`config.mk`:
```
export PLATFORM = sky130hd
export DESIGN_NAME = io_top
export DESIGN_NICKNAME = d
export VERILOG_FILES = /design/src/verilog/io_bus_pkg.sv /design/src/verilog/line_engine_pkg.sv /design/src/verilog/uart_tx.sv /design/src/verilog/uart_rx.sv /design/src/verilog/le_cmd_port.sv /design/src/verilog/io_decoder.sv /design/src/verilog/io_top.sv
export VERILOG_INCLUDE_DIRS = /design/src /design/src/include
export SDC_FILE = /design/constraint.sdc
export NUM_CORES = 1
export LEC_CHECK = 0
export BUFFER_PORTS_ARGS = -buffer_cell sky130_fd_sc_hd__buf_2
export CAP_MARGIN = 5
export CORE_MARGIN = 2
export CORE_UTILIZATION = 55
export DETAILED_ROUTE_END_ITERATION = 7
export GPL_TIMING_DRIVEN = 0
export PLACE_DENSITY_LB_ADDON = 0.08
export SYNTH_ARGS = -nofsm -noshare
export SYNTH_HDL_FRONTEND = slang
export SYNTH_SLANG_ARGS = --single-unit
```
`constraint.sdc`:
```
create_clock -name Clock -period 5.7 [get_ports Clock]
set_clock_uncertainty 0.05 [all_clocks]
set_input_delay 0 -clock Clock [delete_from_list [all_inputs] [get_ports Clock]]
set_output_delay 0 -clock Clock [all_outputs]
set_load 0.01 [all_outputs]
```
`src/include/io_settings.svh`:
```
// Build-time settings for the memory-mapped I/O block.
// Included by the RTL that needs the I/O window, the UART bit period
// or the line engine flow-control sizes.

`ifndef IO_SETTINGS_SVH
`define IO_SETTINGS_SVH

// Start of the 256-byte I/O window
`define IO_BASE_ADDR 32'h8000_0000

// UART bit period in clocks, no runtime baud programming
`define UART_CLKS_PER_BIT 8

// Commands the line engine takes before it returns a credit
`define LE_CREDITS 2

// Entries in the command queue
`define LE_QUEUE_DEPTH 4

`endif

```
`src/verilog/io_bus_pkg.sv`:
```
// Types shared by the CPU side of the I/O block.
// Covers the request bundle, the major opcodes seen on it, and the
// register offsets inside the I/O window.

package io_bus_pkg;

    // RISC-V major opcodes of interest
    typedef enum logic [6:0] {
        OP_LOAD  = 7'b000_0011,
        OP_STORE = 7'b010_0011,
        OP_OTHER = 7'b001_0011
    } cpu_op_e;

    typedef struct packed {
        logic        valid;
        cpu_op_e     op;
        logic [31:0] addr;
        logic [31:0] wdata;
    } cpu_req_t;

    // Offsets from the window base
    typedef enum logic [7:0] {
        UART_STATUS = 8'h00,
        UART_RXDATA = 8'h04,
        UART_TXDATA = 8'h08,
        CYCLES      = 8'h10,
        INSTRS      = 8'h14,
        CNT_CLEAR   = 8'h18,
        LE_STATUS   = 8'h24,
        LE_COLOR    = 8'h28,
        X0          = 8'h30,
        Y0          = 8'h34,
        X1          = 8'h38,
        Y1          = 8'h3C,
        X0_GO       = 8'h40,
        Y0_GO       = 8'h44,
        X1_GO       = 8'h48,
        Y1_GO       = 8'h4C
    } io_reg_e;

endpackage

```
`src/verilog/line_engine_pkg.sv`:
```
// Types for the command interface of the external line engine.
// One command word carries a field select, its value and a trigger
// bit that starts drawing once the field is written.

package line_engine_pkg;

    // Which engine register a command writes
    typedef enum logic [2:0] {
        FIELD_COLOR = 3'd0,
        FIELD_X0    = 3'd1,
        FIELD_Y0    = 3'd2,
        FIELD_X1    = 3'd3,
        FIELD_Y1    = 3'd4
    } le_field_e;

    // Points use value[9:0], color uses all 24 bits
    typedef struct packed {
        le_field_e   field;
        logic [23:0] value;
        logic        trigger;
    } le_cmd_t;

endpackage

```
`src/verilog/uart_tx.sv`:
```
// UART transmitter, 8N1, LSB first.
// A byte is taken on tx_valid while tx_ready is high; the line is busy
// for ten bit periods, start bit through stop bit.

`timescale 1ns/1ps

`include "io_settings.svh"

module uart_tx (
    input  logic       Clock,
    input  logic       rst_n,
    input  logic       tx_valid,
    input  logic [7:0] tx_byte,
    output logic       tx_ready,
    output logic       serial_out
);

    localparam int CLKS  = `UART_CLKS_PER_BIT;
    localparam int CNT_W = $clog2(CLKS);
    localparam logic [CNT_W-1:0] BIT_LAST = CNT_W'(CLKS - 1);

    logic             busy;
    logic [CNT_W-1:0] clk_cnt;
    logic [3:0]       bit_cnt;
    // Frame shifts out of bit 0, idle fill is ones
    logic [9:0]       shift;

    always_ff @(posedge Clock) begin
        if (!rst_n) begin
            busy    <= 1'b0;
            clk_cnt <= '0;
            bit_cnt <= '0;
            shift   <= '1;
        end else if (!busy) begin
            if (tx_valid) begin
                shift   <= {1'b1, tx_byte, 1'b0};
                busy    <= 1'b1;
                clk_cnt <= '0;
                bit_cnt <= '0;
            end
        end else if (clk_cnt == BIT_LAST) begin
            clk_cnt <= '0;
            shift   <= {1'b1, shift[9:1]};
            if (bit_cnt == 4'd9) begin
                busy <= 1'b0;
            end else begin
                bit_cnt <= bit_cnt + 4'd1;
            end
        end else begin
            clk_cnt <= clk_cnt + 1'b1;
        end
    end

    assign tx_ready   = !busy;
    assign serial_out = shift[0];

    // Decoder must drop stores that arrive mid-frame
    a_no_send_while_busy : assert property (
        @(posedge Clock) disable iff (!rst_n) tx_valid |-> !busy);

endmodule

```
`src/verilog/uart_rx.sv`:
```
// UART receiver, 8N1, LSB first.
// Samples each bit at its middle and holds the finished byte with
// rx_valid until rx_pop. A new byte replaces an unread one.

`timescale 1ns/1ps

`include "io_settings.svh"

module uart_rx (
    input  logic       Clock,
    input  logic       rst_n,
    input  logic       serial_in,
    output logic       rx_valid,
    output logic [7:0] rx_byte,
    input  logic       rx_pop
);

    localparam int CLKS  = `UART_CLKS_PER_BIT;
    localparam int CNT_W = $clog2(CLKS);
    localparam logic [CNT_W-1:0] BIT_LAST  = CNT_W'(CLKS - 1);
    localparam logic [CNT_W-1:0] HALF_LAST = CNT_W'(CLKS / 2 - 1);

    typedef enum logic [1:0] {
        RX_IDLE,
        RX_START,
        RX_DATA,
        RX_STOP
    } rx_state_e;

    rx_state_e        state;
    logic [1:0]       sync;
    logic [CNT_W-1:0] clk_cnt;
    logic [2:0]       bit_idx;
    logic [7:0]       shift;

    // Two-flop synchronizer, line idles high
    always_ff @(posedge Clock) begin
        if (!rst_n) begin
            sync <= 2'b11;
        end else begin
            sync <= {sync[0], serial_in};
        end
    end

    always_ff @(posedge Clock) begin
        if (!rst_n) begin
            state    <= RX_IDLE;
            clk_cnt  <= '0;
            bit_idx  <= '0;
            rx_valid <= 1'b0;
        end else begin
            if (rx_pop) begin
                rx_valid <= 1'b0;
            end
            case (state)
                RX_IDLE: begin
                    clk_cnt <= '0;
                    if (!sync[1]) begin
                        state <= RX_START;
                    end
                end
                RX_START: begin
                    if (clk_cnt == HALF_LAST) begin
                        clk_cnt <= '0;
                        bit_idx <= '0;
                        // Glitch check at the middle of the start bit
                        state   <= sync[1] ? RX_IDLE : RX_DATA;
                    end else begin
                        clk_cnt <= clk_cnt + 1'b1;
                    end
                end
                RX_DATA: begin
                    if (clk_cnt == BIT_LAST) begin
                        clk_cnt <= '0;
                        shift   <= {sync[1], shift[7:1]};
                        bit_idx <= bit_idx + 3'd1;
                        if (bit_idx == 3'd7) begin
                            state <= RX_STOP;
                        end
                    end else begin
                        clk_cnt <= clk_cnt + 1'b1;
                    end
                end
                default: begin
                    if (clk_cnt == BIT_LAST) begin
                        rx_byte  <= shift;
                        rx_valid <= 1'b1;
                        state    <= RX_IDLE;
                    end else begin
                        clk_cnt <= clk_cnt + 1'b1;
                    end
                end
            endcase
        end
    end

endmodule

```
`src/verilog/le_cmd_port.sv`:
```
// Command port toward the line engine.
// Queues decoder commands and issues them in order, one per credit.
// The engine returns a credit per accepted command with le_credit.

`timescale 1ns/1ps

`include "io_settings.svh"

module le_cmd_port (
    input  logic                     Clock,
    input  logic                     rst_n,
    input  logic                     enq_valid,
    input  line_engine_pkg::le_cmd_t enq_cmd,
    output logic [2:0]               free_slots,
    output logic                     overflow,
    input  logic                     overflow_clear,
    input  logic                     le_credit,
    output logic                     le_cmd_valid,
    output line_engine_pkg::le_cmd_t le_cmd
);

    localparam int DEPTH   = `LE_QUEUE_DEPTH;
    localparam int PTR_W   = $clog2(DEPTH);
    localparam int CREDITS = `LE_CREDITS;
    localparam int CRED_W  = $clog2(CREDITS + 1);

    line_engine_pkg::le_cmd_t mem [DEPTH];
    logic [PTR_W-1:0]  wr_ptr;
    logic [PTR_W-1:0]  rd_ptr;
    logic [2:0]        count;
    logic [CRED_W-1:0] credits;
    logic              full;
    logic              do_enq;
    logic              issue;

    function automatic logic [PTR_W-1:0] next_ptr(input logic [PTR_W-1:0] p);
        return (p == PTR_W'(DEPTH - 1)) ? '0 : p + 1'b1;
    endfunction

    assign full       = (count == 3'(DEPTH));
    assign do_enq     = enq_valid && !full;
    assign issue      = (count != '0) && (credits != '0);
    assign free_slots = 3'(DEPTH) - count;

    always_ff @(posedge Clock) begin
        if (do_enq) begin
            mem[wr_ptr] <= enq_cmd;
        end
        if (issue) begin
            le_cmd <= mem[rd_ptr];
        end
    end

    // ------------------------------
    // Pointers, credits, status
    // ------------------------------
    always_ff @(posedge Clock) begin
        if (!rst_n) begin
            wr_ptr       <= '0;
            rd_ptr       <= '0;
            count        <= '0;
            credits      <= CRED_W'(CREDITS);
            overflow     <= 1'b0;
            le_cmd_valid <= 1'b0;
        end else begin
            le_cmd_valid <= issue;
            if (do_enq) begin
                wr_ptr <= next_ptr(wr_ptr);
            end
            if (issue) begin
                rd_ptr <= next_ptr(rd_ptr);
            end
            case ({do_enq, issue})
                2'b10:   count <= count + 3'd1;
                2'b01:   count <= count - 3'd1;
                default: count <= count;
            endcase
            case ({le_credit, issue})
                2'b10:   credits <= credits + 1'b1;
                2'b01:   credits <= credits - 1'b1;
                default: credits <= credits;
            endcase
            // Set wins over a same-cycle clear
            if (enq_valid && full) begin
                overflow <= 1'b1;
            end else if (overflow_clear) begin
                overflow <= 1'b0;
            end
        end
    end

    a_credit_bound : assert property (
        @(posedge Clock) disable iff (!rst_n) credits <= CRED_W'(CREDITS));

endmodule

```
`src/verilog/io_decoder.sv`:
```
// Address decoder and register block for the I/O window.
// Owns the cycle and instruction counters, answers loads one cycle
// after the request and steers stores to the UART and command port.

`timescale 1ns/1ps

`include "io_settings.svh"

module io_decoder (
    input  logic                     Clock,
    input  logic                     rst_n,
    input  io_bus_pkg::cpu_req_t     req,
    input  logic                     stall,
    output logic [31:0]              rdata,
    output logic                     rdata_valid,
    output logic                     tx_valid,
    output logic [7:0]               tx_byte,
    input  logic                     tx_ready,
    input  logic                     rx_valid,
    input  logic [7:0]               rx_byte,
    output logic                     rx_pop,
    output logic                     enq_valid,
    output line_engine_pkg::le_cmd_t enq_cmd,
    input  logic [2:0]               free_slots,
    input  logic                     overflow,
    output logic                     overflow_clear
);

    localparam logic [31:0] BASE = `IO_BASE_ADDR;

    io_bus_pkg::io_reg_e        reg_sel;
    line_engine_pkg::le_field_e fld;
    logic        hit;
    logic        load_hit;
    logic        store_hit;
    logic        le_sel;
    logic        go;
    logic        cnt_clear;
    logic [31:0] rd_word;
    logic [31:0] cycles;
    logic [31:0] instrs;

    // ------------------------------
    // Window and offset decode
    // ------------------------------
    assign hit       = req.valid && (req.addr[31:8] == BASE[31:8]);
    assign load_hit  = hit && (req.op == io_bus_pkg::OP_LOAD);
    assign store_hit = hit && (req.op == io_bus_pkg::OP_STORE);
    assign reg_sel   = io_bus_pkg::io_reg_e'(req.addr[7:0]);

    always_comb begin
        rd_word = '0;
        le_sel  = 1'b0;
        go      = 1'b0;
        fld     = line_engine_pkg::FIELD_COLOR;
        case (reg_sel)
            io_bus_pkg::UART_STATUS: rd_word = {30'b0, rx_valid, tx_ready};
            io_bus_pkg::UART_RXDATA: rd_word = {24'b0, rx_byte};
            io_bus_pkg::CYCLES:      rd_word = cycles;
            io_bus_pkg::INSTRS:      rd_word = instrs;
            io_bus_pkg::LE_STATUS:   rd_word = {23'b0, overflow, 5'b0, free_slots};
            io_bus_pkg::LE_COLOR:    le_sel  = 1'b1;
            io_bus_pkg::X0, io_bus_pkg::Y0, io_bus_pkg::X1, io_bus_pkg::Y1,
            io_bus_pkg::X0_GO, io_bus_pkg::Y0_GO, io_bus_pkg::X1_GO,
            io_bus_pkg::Y1_GO: begin
                le_sel = 1'b1;
                // Point index from addr[3:2]
                // GO block starts at 0x40
                fld    = line_engine_pkg::le_field_e'({1'b0, req.addr[3:2]} + 3'd1);
                go     = req.addr[6];
            end
            default: rd_word = '0;
        endcase
    end

    // Side effects take hold on the edge that ends the request cycle
    assign tx_valid       = store_hit && (reg_sel == io_bus_pkg::UART_TXDATA) && tx_ready;
    assign tx_byte        = req.wdata[7:0];
    assign rx_pop         = load_hit && (reg_sel == io_bus_pkg::UART_RXDATA);
    assign overflow_clear = load_hit && (reg_sel == io_bus_pkg::LE_STATUS);
    assign cnt_clear      = store_hit && (reg_sel == io_bus_pkg::CNT_CLEAR);
    assign enq_valid      = store_hit && le_sel;

    assign enq_cmd = '{
        field:   fld,
        value:   (fld == line_engine_pkg::FIELD_COLOR) ? req.wdata[23:0]
                                                      : {14'b0, req.wdata[9:0]},
        trigger: go
    };

    // ------------------------------
    // Counters and read data
    // ------------------------------
    always_ff @(posedge Clock) begin
        if (!rst_n || cnt_clear) begin
            cycles <= '0;
            instrs <= '0;
        end else begin
            cycles <= cycles + 32'd1;
            if (!stall) begin
                instrs <= instrs + 32'd1;
            end
        end
    end

    always_ff @(posedge Clock) begin
        if (!rst_n) begin
            rdata_valid <= 1'b0;
        end else begin
            rdata_valid <= load_hit;
        end
        rdata <= load_hit ? rd_word : '0;
    end

    // A byte handed to the transmitter makes it busy on the next cycle
    a_tx_taken : assert property (
        @(posedge Clock) disable iff (!rst_n) tx_valid |=> !tx_ready);

endmodule

```
`src/verilog/io_top.sv`:
```
// Top of the memory-mapped I/O block.
// Ties the decoder to the UART pair and to the line engine command
// port. Serial pins and the engine handshake leave from here.

`timescale 1ns/1ps

module io_top (
    input  logic                     Clock,
    input  logic                     rst_n,
    input  io_bus_pkg::cpu_req_t     req,
    input  logic                     stall,
    output logic [31:0]              rdata,
    output logic                     rdata_valid,
    input  logic                     serial_in,
    output logic                     serial_out,
    input  logic                     le_credit,
    output logic                     le_cmd_valid,
    output line_engine_pkg::le_cmd_t le_cmd
);

    logic                     tx_valid;
    logic [7:0]               tx_byte;
    logic                     tx_ready;
    logic                     rx_valid;
    logic [7:0]               rx_byte;
    logic                     rx_pop;
    logic                     enq_valid;
    line_engine_pkg::le_cmd_t enq_cmd;
    logic [2:0]               free_slots;
    logic                     overflow;
    logic                     overflow_clear;

    io_decoder u_decoder (
        .Clock, .rst_n, .req, .stall, .rdata, .rdata_valid,
        .tx_valid, .tx_byte, .tx_ready,
        .rx_valid, .rx_byte, .rx_pop,
        .enq_valid, .enq_cmd, .free_slots, .overflow, .overflow_clear
    );

    uart_tx u_uart_tx (
        .Clock, .rst_n, .tx_valid, .tx_byte, .tx_ready, .serial_out
    );

    uart_rx u_uart_rx (
        .Clock, .rst_n, .serial_in, .rx_valid, .rx_byte, .rx_pop
    );

    le_cmd_port u_le_cmd_port (
        .Clock, .rst_n, .enq_valid, .enq_cmd, .free_slots, .overflow,
        .overflow_clear, .le_credit, .le_cmd_valid, .le_cmd
    );

endmodule

```
Word level (Yosys, flattened, before mapping)
Memories as Yosys holds them, arrays and structs flattened. A register that Yosys moved wholly into a read port is not among the register bits.
Cells that the tools add are included.
Widths: inputs -> output; s select.
{ "word_totals": {"reg_bits": 153, "ramBits": 112, "out_inout_bits": 63, "mem_count": 1} }
{ "mem_list": {"columns": ["name", "words", "width", "read_ports", "rd_ports_with_merged_regs", "wr", "line_no", "text"], "rows": [
  ["u_le_cmd_port.mem", 4, 28, 1, 1, 1, "le_cmd_port.sv:27", "line_engine_pkg::le_cmd_t mem [DEPTH];"]
]} }
{ "classes": {"add_sub_neg": 14, "n_eq_ne": 39, "mux": 44, "bitwise": 1, "n_reduce_logical": 36} }
{ "op_table": {"columns": ["operator", "count"], "rows": [
  ["$pmux 32 s5", 1],
  ["$add 32x1->32 const B", 2],
  ["$eq 8x6->1 const B", 6],
  ["$eq 8x7->1 const B", 4],
  ["$mux 10", 3],
  ["$mux 3", 9],
  ["$eq 24x24->1 const B", 1],
  ["$eq 8x5->1 const B", 3],
  ["$mux 24", 1],
  ["$mux 2", 8],
  ["$mux 4", 4],
  ["$mux 1", 13],
  ["$add 3x1->3 const B", 4],
  ["$eq 3x3->1 const B", 4],
  ["$logic_and 1x1->1", 12],
  ["$pmux 3 s2", 2],
  ["$reduce_and 3->1", 4],
  ["$reduce_bool 2->1", 6],
  ["$eq 2x2->1 const B", 5],
  ["$pmux 3 s3", 1],
  ["$reduce_or 9->1", 1],
  ["$eq 8x3->1 const B", 1],
  ["$eq 8x4->1 const B", 1],
  ["$logic_not 8->1", 1],
  ["other kinds (26)", 37]
]} }

Logic depth before layout (Yosys ltp)
Gate-level depths: netlist (run 1).
{ "logic_depth": {"ltp_word": 7, "depth_mapped": 13, "mapped_depth_nobuf": 13} }

Hierarchy
Synthesis (run 1) repeated with hierarchy kept, for this count alone.
{ "unflattened": {"hier_cells": 960, "hier_area_um2": 12044.1} }
{ "modules_own_cells": {"columns": ["mod", "n_inst", "cells_each", "area_each_um2"], "rows": [
  ["le_cmd_port", 1, 244, 5535.3],
  ["io_decoder", 1, 541, 4551.9],
  ["uart_rx", 1, 79, 1099.8],
  ["uart_tx", 1, 96, 857.1]
]} }

Least setup slack after synthesis (run 1)
OpenSTA, ideal clock, no wires.
{ "synth_path": {"path_kind": "register -> register", "start": "register u_le_cmd_port.count[0]", "end": "register u_le_cmd_port.count[2]", "setup_ns": 0.071, "arrival_time_ns": 3.585, "setup_slack_ns": 1.994, "stages_incl_launch_ff": 11, "path_buffers": 0, "cell_sequence": "dfxtp_1 > inv_1 > ha_1 > ha_1 > nor2_1 > ha_1 > inv_1 > fa_1 > xor2_1 > or3_1 > a21oi_1"} }
{ "synth_lines": {"columns": ["item", "line_no", "text"], "rows": [
  ["start: declaration", "le_cmd_port.sv:30", "logic [2:0] count;"],
  ["start signal: assignment", "le_cmd_port.sv:74", "2'b10: count <= count + 3'd1;"],
  ["start signal: assignment", "le_cmd_port.sv:75", "2'b01: count <= count - 3'd1;"],
  ["start signal: assignment", "le_cmd_port.sv:76", "default: count <= count;"],
  ["$reduce_bool 3->1 *", "le_cmd_port.sv:42", "assign issue = (count != '0) && (credits != '0);"],
  ["$logic_and 1x1->1 *", "le_cmd_port.sv:42", null],
  ["named net u_le_cmd_port.issue", "le_cmd_port.sv:34", "logic issue;"],
  ["$eq 2x1->1 or $eq 2x2->1 (tied branches)", "le_cmd_port.sv:73", "case ({do_enq, issue})"],
  ["$pmux 3 s2 or $reduce_bool 2->1 (tied branches)", null, null]
]} }
Mark *: on every way through the listed nets, which the timed path passes. The rest lies on a longest branch.
A chain may end at the register's enable or synchronous reset.

Worst setup path after layout (run 1)
{ "layout_path": {"start": "input req[64] (netlist bit)", "end": "memory u_le_cmd_port.mem[3][13] (netlist bit), enable pin"} }
{ "layout_via": {"elab_chain_cells": 6} }
{ "layout_lines": {"columns": ["item", "line_no", "text"], "rows": [
  ["start: declaration", "io_top.sv:10", "input io_bus_pkg::cpu_req_t req,"],
  ["$eq 7x6->1", "io_decoder.sv:48", "assign store_hit = hit && (req.op == io_bus_pkg::OP_STORE);"],
  ["$logic_and 1x1->1", "io_decoder.sv:48", null],
  ["$logic_and 1x1->1", "io_decoder.sv:82", "assign enq_valid = store_hit && le_sel;"],
  ["$logic_and 1x1->1", "le_cmd_port.sv:41", "assign do_enq = enq_valid && !full;"],
  ["$mux 1", "le_cmd_port.sv:46", "if (do_enq) begin"],
  ["$mux 1 (implied by the code)", "le_cmd_port.sv:47", "mem[wr_ptr] <= enq_cmd;"],
  ["end: declaration", "le_cmd_port.sv:27", null]
]} }
Every way passes these cells.

==> results.json, run 1 <==
{
  "numCtsBuffers": 30,
  "area_growth_pct": 20.2,
  "outcome": "completed",
  "critPathMaxStageDelay_ns": 0.80,
  "rsz0062_at_grt": "no",
  "chipHeight_um": 151,
  "gp_congestion": 0.809,
  "avgRoutedWirePerCell_um": 17.2,
  "cts_sinks": 292,
  "layout.nets": 1238,
  "cp_num_buf_inv": 4,
  "dpl.hpwl_um": 16400,
  "drv_slew": 0,
  "ys.flop_type": "edfxtp_1",
  "fp.dieW_um": 151,
  "required_ns": 5.81,
  "clock_latency_ns": 0.54,
  "avgViaCountPerCell": 5.52,
  "synthArstFlopShare": 0,
  "critPathSlowestCell": "and2_2",
  "critPathKind": "input port to flop",
  "max_cap_violations": 0,
  "place_inst": 1331,
  "end_kind": "flop",
  "syn_nets": 1036,
  "ys_seq_elements": 292,
  "clock-root-buffer": "clkbuf_16",
  "ys_seq_area_frac": 0.626,
  "netlist.area_leader.share": 0.396,
  "drc": 0,
  "ir_drop_v": 0.000252,
  "hold_viol": 0,
  "netlist_area_um2": 11800,
  "p_per_area_nw_per_um2": 302,
  "core_area_um2": 21100,
  "leakagePower_nw": 5.04,
  "min_path_type": "input port to flop",
  "synth_edf_count": 156,
  "fp.dieArea_um2": 22700,
  "clk_pin_slew_ns": 0.06,
  "start_util": 0.562,
  "grt_max_degree": 32,
  "antenna_found_initial": 0,
  "diodes": 0,
  "drt_iter0_drc": 429,
  "vias": 7888,
  "grt_pass1_vias": 7900,
  "totalWireLength_um": 24500,
  "yosys.area.top_type": "edfxtp_1",
  "arrival_ns": 3.30,
  "overflow": 0,
  "fp-row-count": 53,
  "gr-usage-all-layers": 0.221,
  "drive_gt1_frac": 0.192,
  "dr.pass1.iters": 5,
  "period_minus_slack_ns": 3.19,
  "finalSetupViolCount": 0,
  "final_cells": 1428,
  "avgSynthCellArea_um2": 12.8,
  "cp_common_cell": "dlygate4sd3_1",
  "drt.antenna.violating_nets": 0,
  "setup_tns_ns": 0,
  "io_pins": 140,
  "fin_crit_sh": 0.560,
  "crit_chain": "dlygate4sd3_1 -> buf_2 -> nand3_1 -> dlygate4sd3_1 -> or3_1 -> buf_6 -> nor3_1 -> and2_2",
  "post-route-util": 0.675,
  "fmax_mhz": 313,
  "grt_pass1_wl_um": 39800,
  "cp_max_fo": 28,
  "worst_slew_pin_slew_ns": 1.14,
  "cts_htree_levels": 1,
  "yosysWarnings": 0,
  "cts_tree": "yes",
  "clk_path_buf_depth": 3,
  "ys_top_cells_by_area": "edfxtp_1, dfxtp_1, mux4_2, nor2_1, xor2_1",
  "slew_headroom": 0.237,
  "ys_types": 55,
  "port_buffers": 128,
  "syn_inst": 927,
  "path_delay_family": "simple AND/OR/NAND/NOR gates",
  "postCtsSetupBuffers": 0,
  "critical_path.startpoint_type": "input port"
}
==> placed cells by master (no fill, tap or decap), types with 15 or more instances in the layout <==
| cell | n |
|---|---|
| and3_1 | 15 |
| nand3_1 | 30 |
| o21ai_0 | 16 |
| buf_2 | 128 |
| nor2_1 | 125 |
| xnor2_1 | 18 |
| dfxtp_1 | 136 |
| mux4_2 | 28 |
| edfxtp_1 | 156 |
| nand2_1 | 34 |
| nand4_1 | 22 |
| nor3_1 | 20 |
| clkbuf_1 | 45 |
| ha_1 | 31 |
| clkbuf_16 | 31 |
| dlygate4sd3_1 | 41 |
| a22oi_1 | 23 |
| inv_1 | 23 |
| xor2_1 | 45 |
| nor2b_1 | 24 |
==> cell type report <==
cell class	instances	area, um2
inverter	23	86.3
sequential	292	7410
buffer	44	203
tap	275	344
fill	1610	6860
timing repair buffer	170	1070
multi-input combinational	568	4160
clock inverter	15	150
clock buffer	41	813
==> worst register-to-register path: cells and delay by family, from the launching register on <==
| kind | cells | cell delay, ns |
|---|---|---|
| and+or+nand+nor | 2 | 1.51 |
| adders and majority gates | 2 | 0.42 |
| DFF | 1 | 0.37 |
| buffers and inverters | 1 | 0.09 |
==> sequential cells by signal, summed over array words and instances, names as in the netlist, 3 cells and up <==
name,cells
u_le_cmd_port.mem,112
u_decoder.cycles,32
u_decoder.instrs,32
u_decoder.rdata,32
u_le_cmd_port.le_cmd,28
u_uart_tx.shift,9
u_uart_rx.rx_byte,8
u_uart_rx.shift,8
u_uart_tx.bit_cnt,4
u_le_cmd_port.count,3
u_uart_rx.bit_idx,3
u_uart_rx.clk_cnt,3
u_uart_tx.clk_cnt,3
==> synth_stat cells, types with 20 or more instances <==
library cell / n
xor2_1: 45
clkbuf_1: 35
ha_1: 31
inv_1: 23
nor3_1: 20
edfxtp_1: 156
nand2_1: 34
nand4_1: 22
nand3_1: 30
mux4_2: 28
nor2_1: 126
nor2b_1: 24
a22oi_1: 23
dfxtp_1: 136
==> path summary, 6_finish.rpt <==
check | to | slack (ns) | from | depth (start not counted)
worst max-delay path | u_le_cmd_port.mem[3][13]$_DFFE_PP_ | 2.51 | req[64] | 8
worst min-delay path | u_le_cmd_port.overflow$_SDFFE_PN0P_ | 0.03 | req[32] | 5
worst max register to register | u_le_cmd_port.mem[3][13]$_DFFE_PP_ | 2.86 | u_le_cmd_port.count[0]$_SDFFE_PN0P_ | 5
worst min register to register | u_uart_rx.sync[1]$_SDFF_PN1_ | 0.36 | u_uart_rx.sync[0]$_SDFF_PN1_ | 1
==> routing by layer <==
layer	part of all wire	wire, um	GRT usage
met5	0	0	0
met4	0.022	531	0.0565
met3	0.038	939	0.0309
met2	0.50	12200	0.382
met1	0.44	10900	0.296
==> what timing repair did <==
action,4_1_cts,5_1_grt
hold buffers,41,0
resized for setup,0,0
hold endpoints to repair,130,0
==> per-stage QoR <==
stage                     hold WS (ns)  power (mW)  cell area, um2  setup slack, ns
after detailed placement         0.134        2.42           12900             2.56
final                           0.0293        4.30           14200             2.51
after global routing            0.0796        4.44           14200             2.24
after floorplan                 0.0283        2.36           11800             1.99
after CTS                      0.00109        4.34           14200             2.50
after global placement           0.129        2.42           12800            0.952
==> cells by family after synthesis <==
family | share of synthesized area
simple gates | 0.154
flops | 0.626
compound gates | 0.0552
buf+inv | 0.0244
xor+xnor | 0.0466
mux | 0.0601
fa+ha+maj | 0.0344
==> power by group <==
part           internal (mW)  switching, mW
Sequential              2.22         0.0133
Clock                   1.13          0.769
Combinational         0.0760         0.0936
Note: power is estimated with default switching activity, not from simulation.
==> run 2, diff against run 1 <==
==> constraint.sdc (replaced) <==
create_clock -name Clock -period 3.2 [get_ports Clock]
set_clock_uncertainty 0.05 [all_clocks]
set_input_delay 0 -clock Clock [delete_from_list [all_inputs] [get_ports Clock]]
set_output_delay 0 -clock Clock [all_outputs]
set_load 0.01 [all_outputs]
==> results.json, run 2 (synthesized netlist as in run 1, its figures left out) <==
{
  "outcome": "completed",
  "drive_gt1_frac": 0.193,
  "finalSetupViolCount": 0,
  "avgViaCountPerCell": 5.53,
  "grt_pass1_vias": 7844,
  "numCtsBuffers": 29,
  "fmax_mhz": 356,
  "p_per_area_nw_per_um2": 540,
  "port_buffers": 128,
  "overflow": 0,
  "cp_max_fo": 7,
  "avgRoutedWirePerCell_um": 17.4,
  "multiInputGateArea_um2": 4170,
  "cts_htree_levels": 1,
  "ir_drop_v": 0.000406,
  "postCtsSetupBuffers": 0,
  "end_kind": "flop",
  "p_clk_frac": 0.446,
  "fin_crit_sh": 0.877,
  "cts_tree": "yes",
  "drt_iter0_drc": 454,
  "grt_max_degree": 31,
  "drc": 0,
  "layout_common_cells": "edfxtp_1, dfxtp_1, buf_2",
  "worst_slew_pin_slew_ns": 1.22,
  "place_inst": 1331,
  "p_sw_frac": 0.203,
  "regArea_um2": 7410,
  "period_minus_slack_ns": 2.81,
  "leakagePower_nw": 5.03,
  "io_pins": 140,
  "chipHeight_um": 151,
  "final_cells": 1427,
  "totalWireLength_um": 24900,
  "place_area_um2": 12900,
  "top_register": "u_le_cmd_port.mem",
  "nFillCells": 1542,
  "area_growth_pct": 20.4,
  "critPathKind": "input port to flop",
  "hold_viol": 0,
  "clock_latency_ns": 0.54,
  "dr.pass1.iters": 7,
  "p_seq_frac": 0.515,
  "fp-row-count": 53,
  "core_area_um2": 21100,
  "min_path_type": "input port to flop",
  "p_switching_mw": 1.56,
  "slew_headroom": 0.182,
  "layout.nets": 1238,
  "antenna_found_initial": 0,
  "ff2ff_setup_slack_ns": 0.45,
  "vias": 7897,
  "drv_slew": 0,
  "critical_path.startpoint_type": "input port",
  "dpl.hpwl_um": 16400,
  "diodes": 0,
  "pwr-share-comb": 0.039,
  "internal_power_mw": 6.14,
  "fin_area_um2": 14300,
  "final_common_cell": "edfxtp_1",
  "fp.dieW_um": 151,
  "max_cap_violations": 0,
  "rsz0062_at_grt": "no",
  "cts_sinks": 292,
  "largest_register_ffs": 112,
  "arrival_ns": 3.22,
  "clk_path_buf_depth": 3,
  "start_util": 0.562,
  "drt.antenna.violating_nets": 0,
  "clk_pin_slew_ns": 0.06,
  "fp.dieArea_um2": 22700,
  "grt_pass1_wl_um": 40100,
  "gr-usage-all-layers": 0.223,
  "gp_congestion": 0.836,
  "required_ns": 3.61,
  "clock-root-buffer": "clkbuf_16"
}
-- run 2: cell types whose count changed in the layout (fill, tap and decap cells not counted) --
cell / previous run / this run
clkinvlp_4: 0 / 2
clkbuf_16: 31 / 29
nor3_1: 20 / 19
clkinvlp_2: 0 / 1
dlygate4sd3_1: 41 / 42
clkbuf_1: 45 / 43
clkinv_2: 8 / 3
bufinv_16: 3 / 4
clkbuf_8: 0 / 3
nor3_4: 0 / 1
-- run 2: stage by stage --
stage	worst slack, ns	utilization	TNS [ns]	power [mW]	hold WS (ns)
3_3_place_gp	-0.624	0.608	-45.25	4.31	0.130
3_5_place_dp	0.112	0.610	0	4.31	0.138
5_1_grt	0.146	0.676	0	7.93	0.0691
2_1_floorplan	0.0548	-	0	4.21	0.0283
4_1_cts	0.0283	0.676	0	7.76	0.0131
6_report	0.393	0.676	0	7.71	0.0380
-- run 2: power groups by stage --
stage          Sequential (mW)  Clock, mW  Combinational (mW)
6_report                  3.97       3.43               0.299
5_1_grt                   3.97       3.62               0.335
4_1_cts                   3.97       3.49               0.298
3_5_place_dp              4.05          0               0.261
3_3_place_gp              4.05          0               0.258
2_1_floorplan             4.05          0               0.165
-- run 2: path summary, 6_finish.rpt --
check                                   startpoint                             endpoint  cells after the start
setup reg to reg  u_decoder.instrs[0]$_SDFFE_PP0N_    u_decoder.instrs[30]$_SDFFE_PP0N_                      6
hold reg to reg       u_uart_rx.sync[0]$_SDFF_PN1_         u_uart_rx.sync[1]$_SDFF_PN1_                      1
hold / removal                             req[35]   u_le_cmd_port.mem[2][27]$_DFFE_PP_                      3
setup / recovery                           req[64]  u_le_cmd_port.count[2]$_SDFFE_PN0P_                     14
-- run 2: routing by layer --
layer / track usage / wire, um / vias up / part of all wire
met2: 0.383 / 12200 / 186 / 0.49
met3: 0.0264 / 1070 / 39 / 0.043
met5: 0 / 0 / - / 0
met4: 0.0575 / 429 / 0 / 0.017
li1: - / - / 3829 / -
met1: 0.303 / 11100 / 3843 / 0.45
-- run 2: worst max-delay path: stages --
cell and delay [ns]:
dlygate4sd3_1 0.52, buf_2 0.11, nand3_1 0.07, dlygate4sd3_1 0.58, or3_1 0.39, buf_6 0.15
nor3_4 0.31, inv_1 0.08, ha_1 0.21, inv_1 0.07, fa_1 0.18, xor2_1 0.07
or3_1 0.30, a21oi_1 0.16
-- run 2: layout make-up --
| type | count | area share |
|---|---|---|
| Buffer | 44 | 0.0142 |
| Inverter | 23 | 0.00605 |
| Clock buffer | 40 | 0.0559 |
| Timing Repair Buffer | 171 | 0.0758 |
| Sequential cell | 292 | 0.519 |
| Clock inverter | 14 | 0.0123 |
| Multi-Input combinational cell | 568 | 0.292 |
| Tap cell | 275 | 0.0241 |
-- run 2: repair_timing --
item,in CTS,in global routing
setup endpoints to repair,0,114
resized for setup,0,2
hold buffers,42,0
hold endpoints to repair,129,0
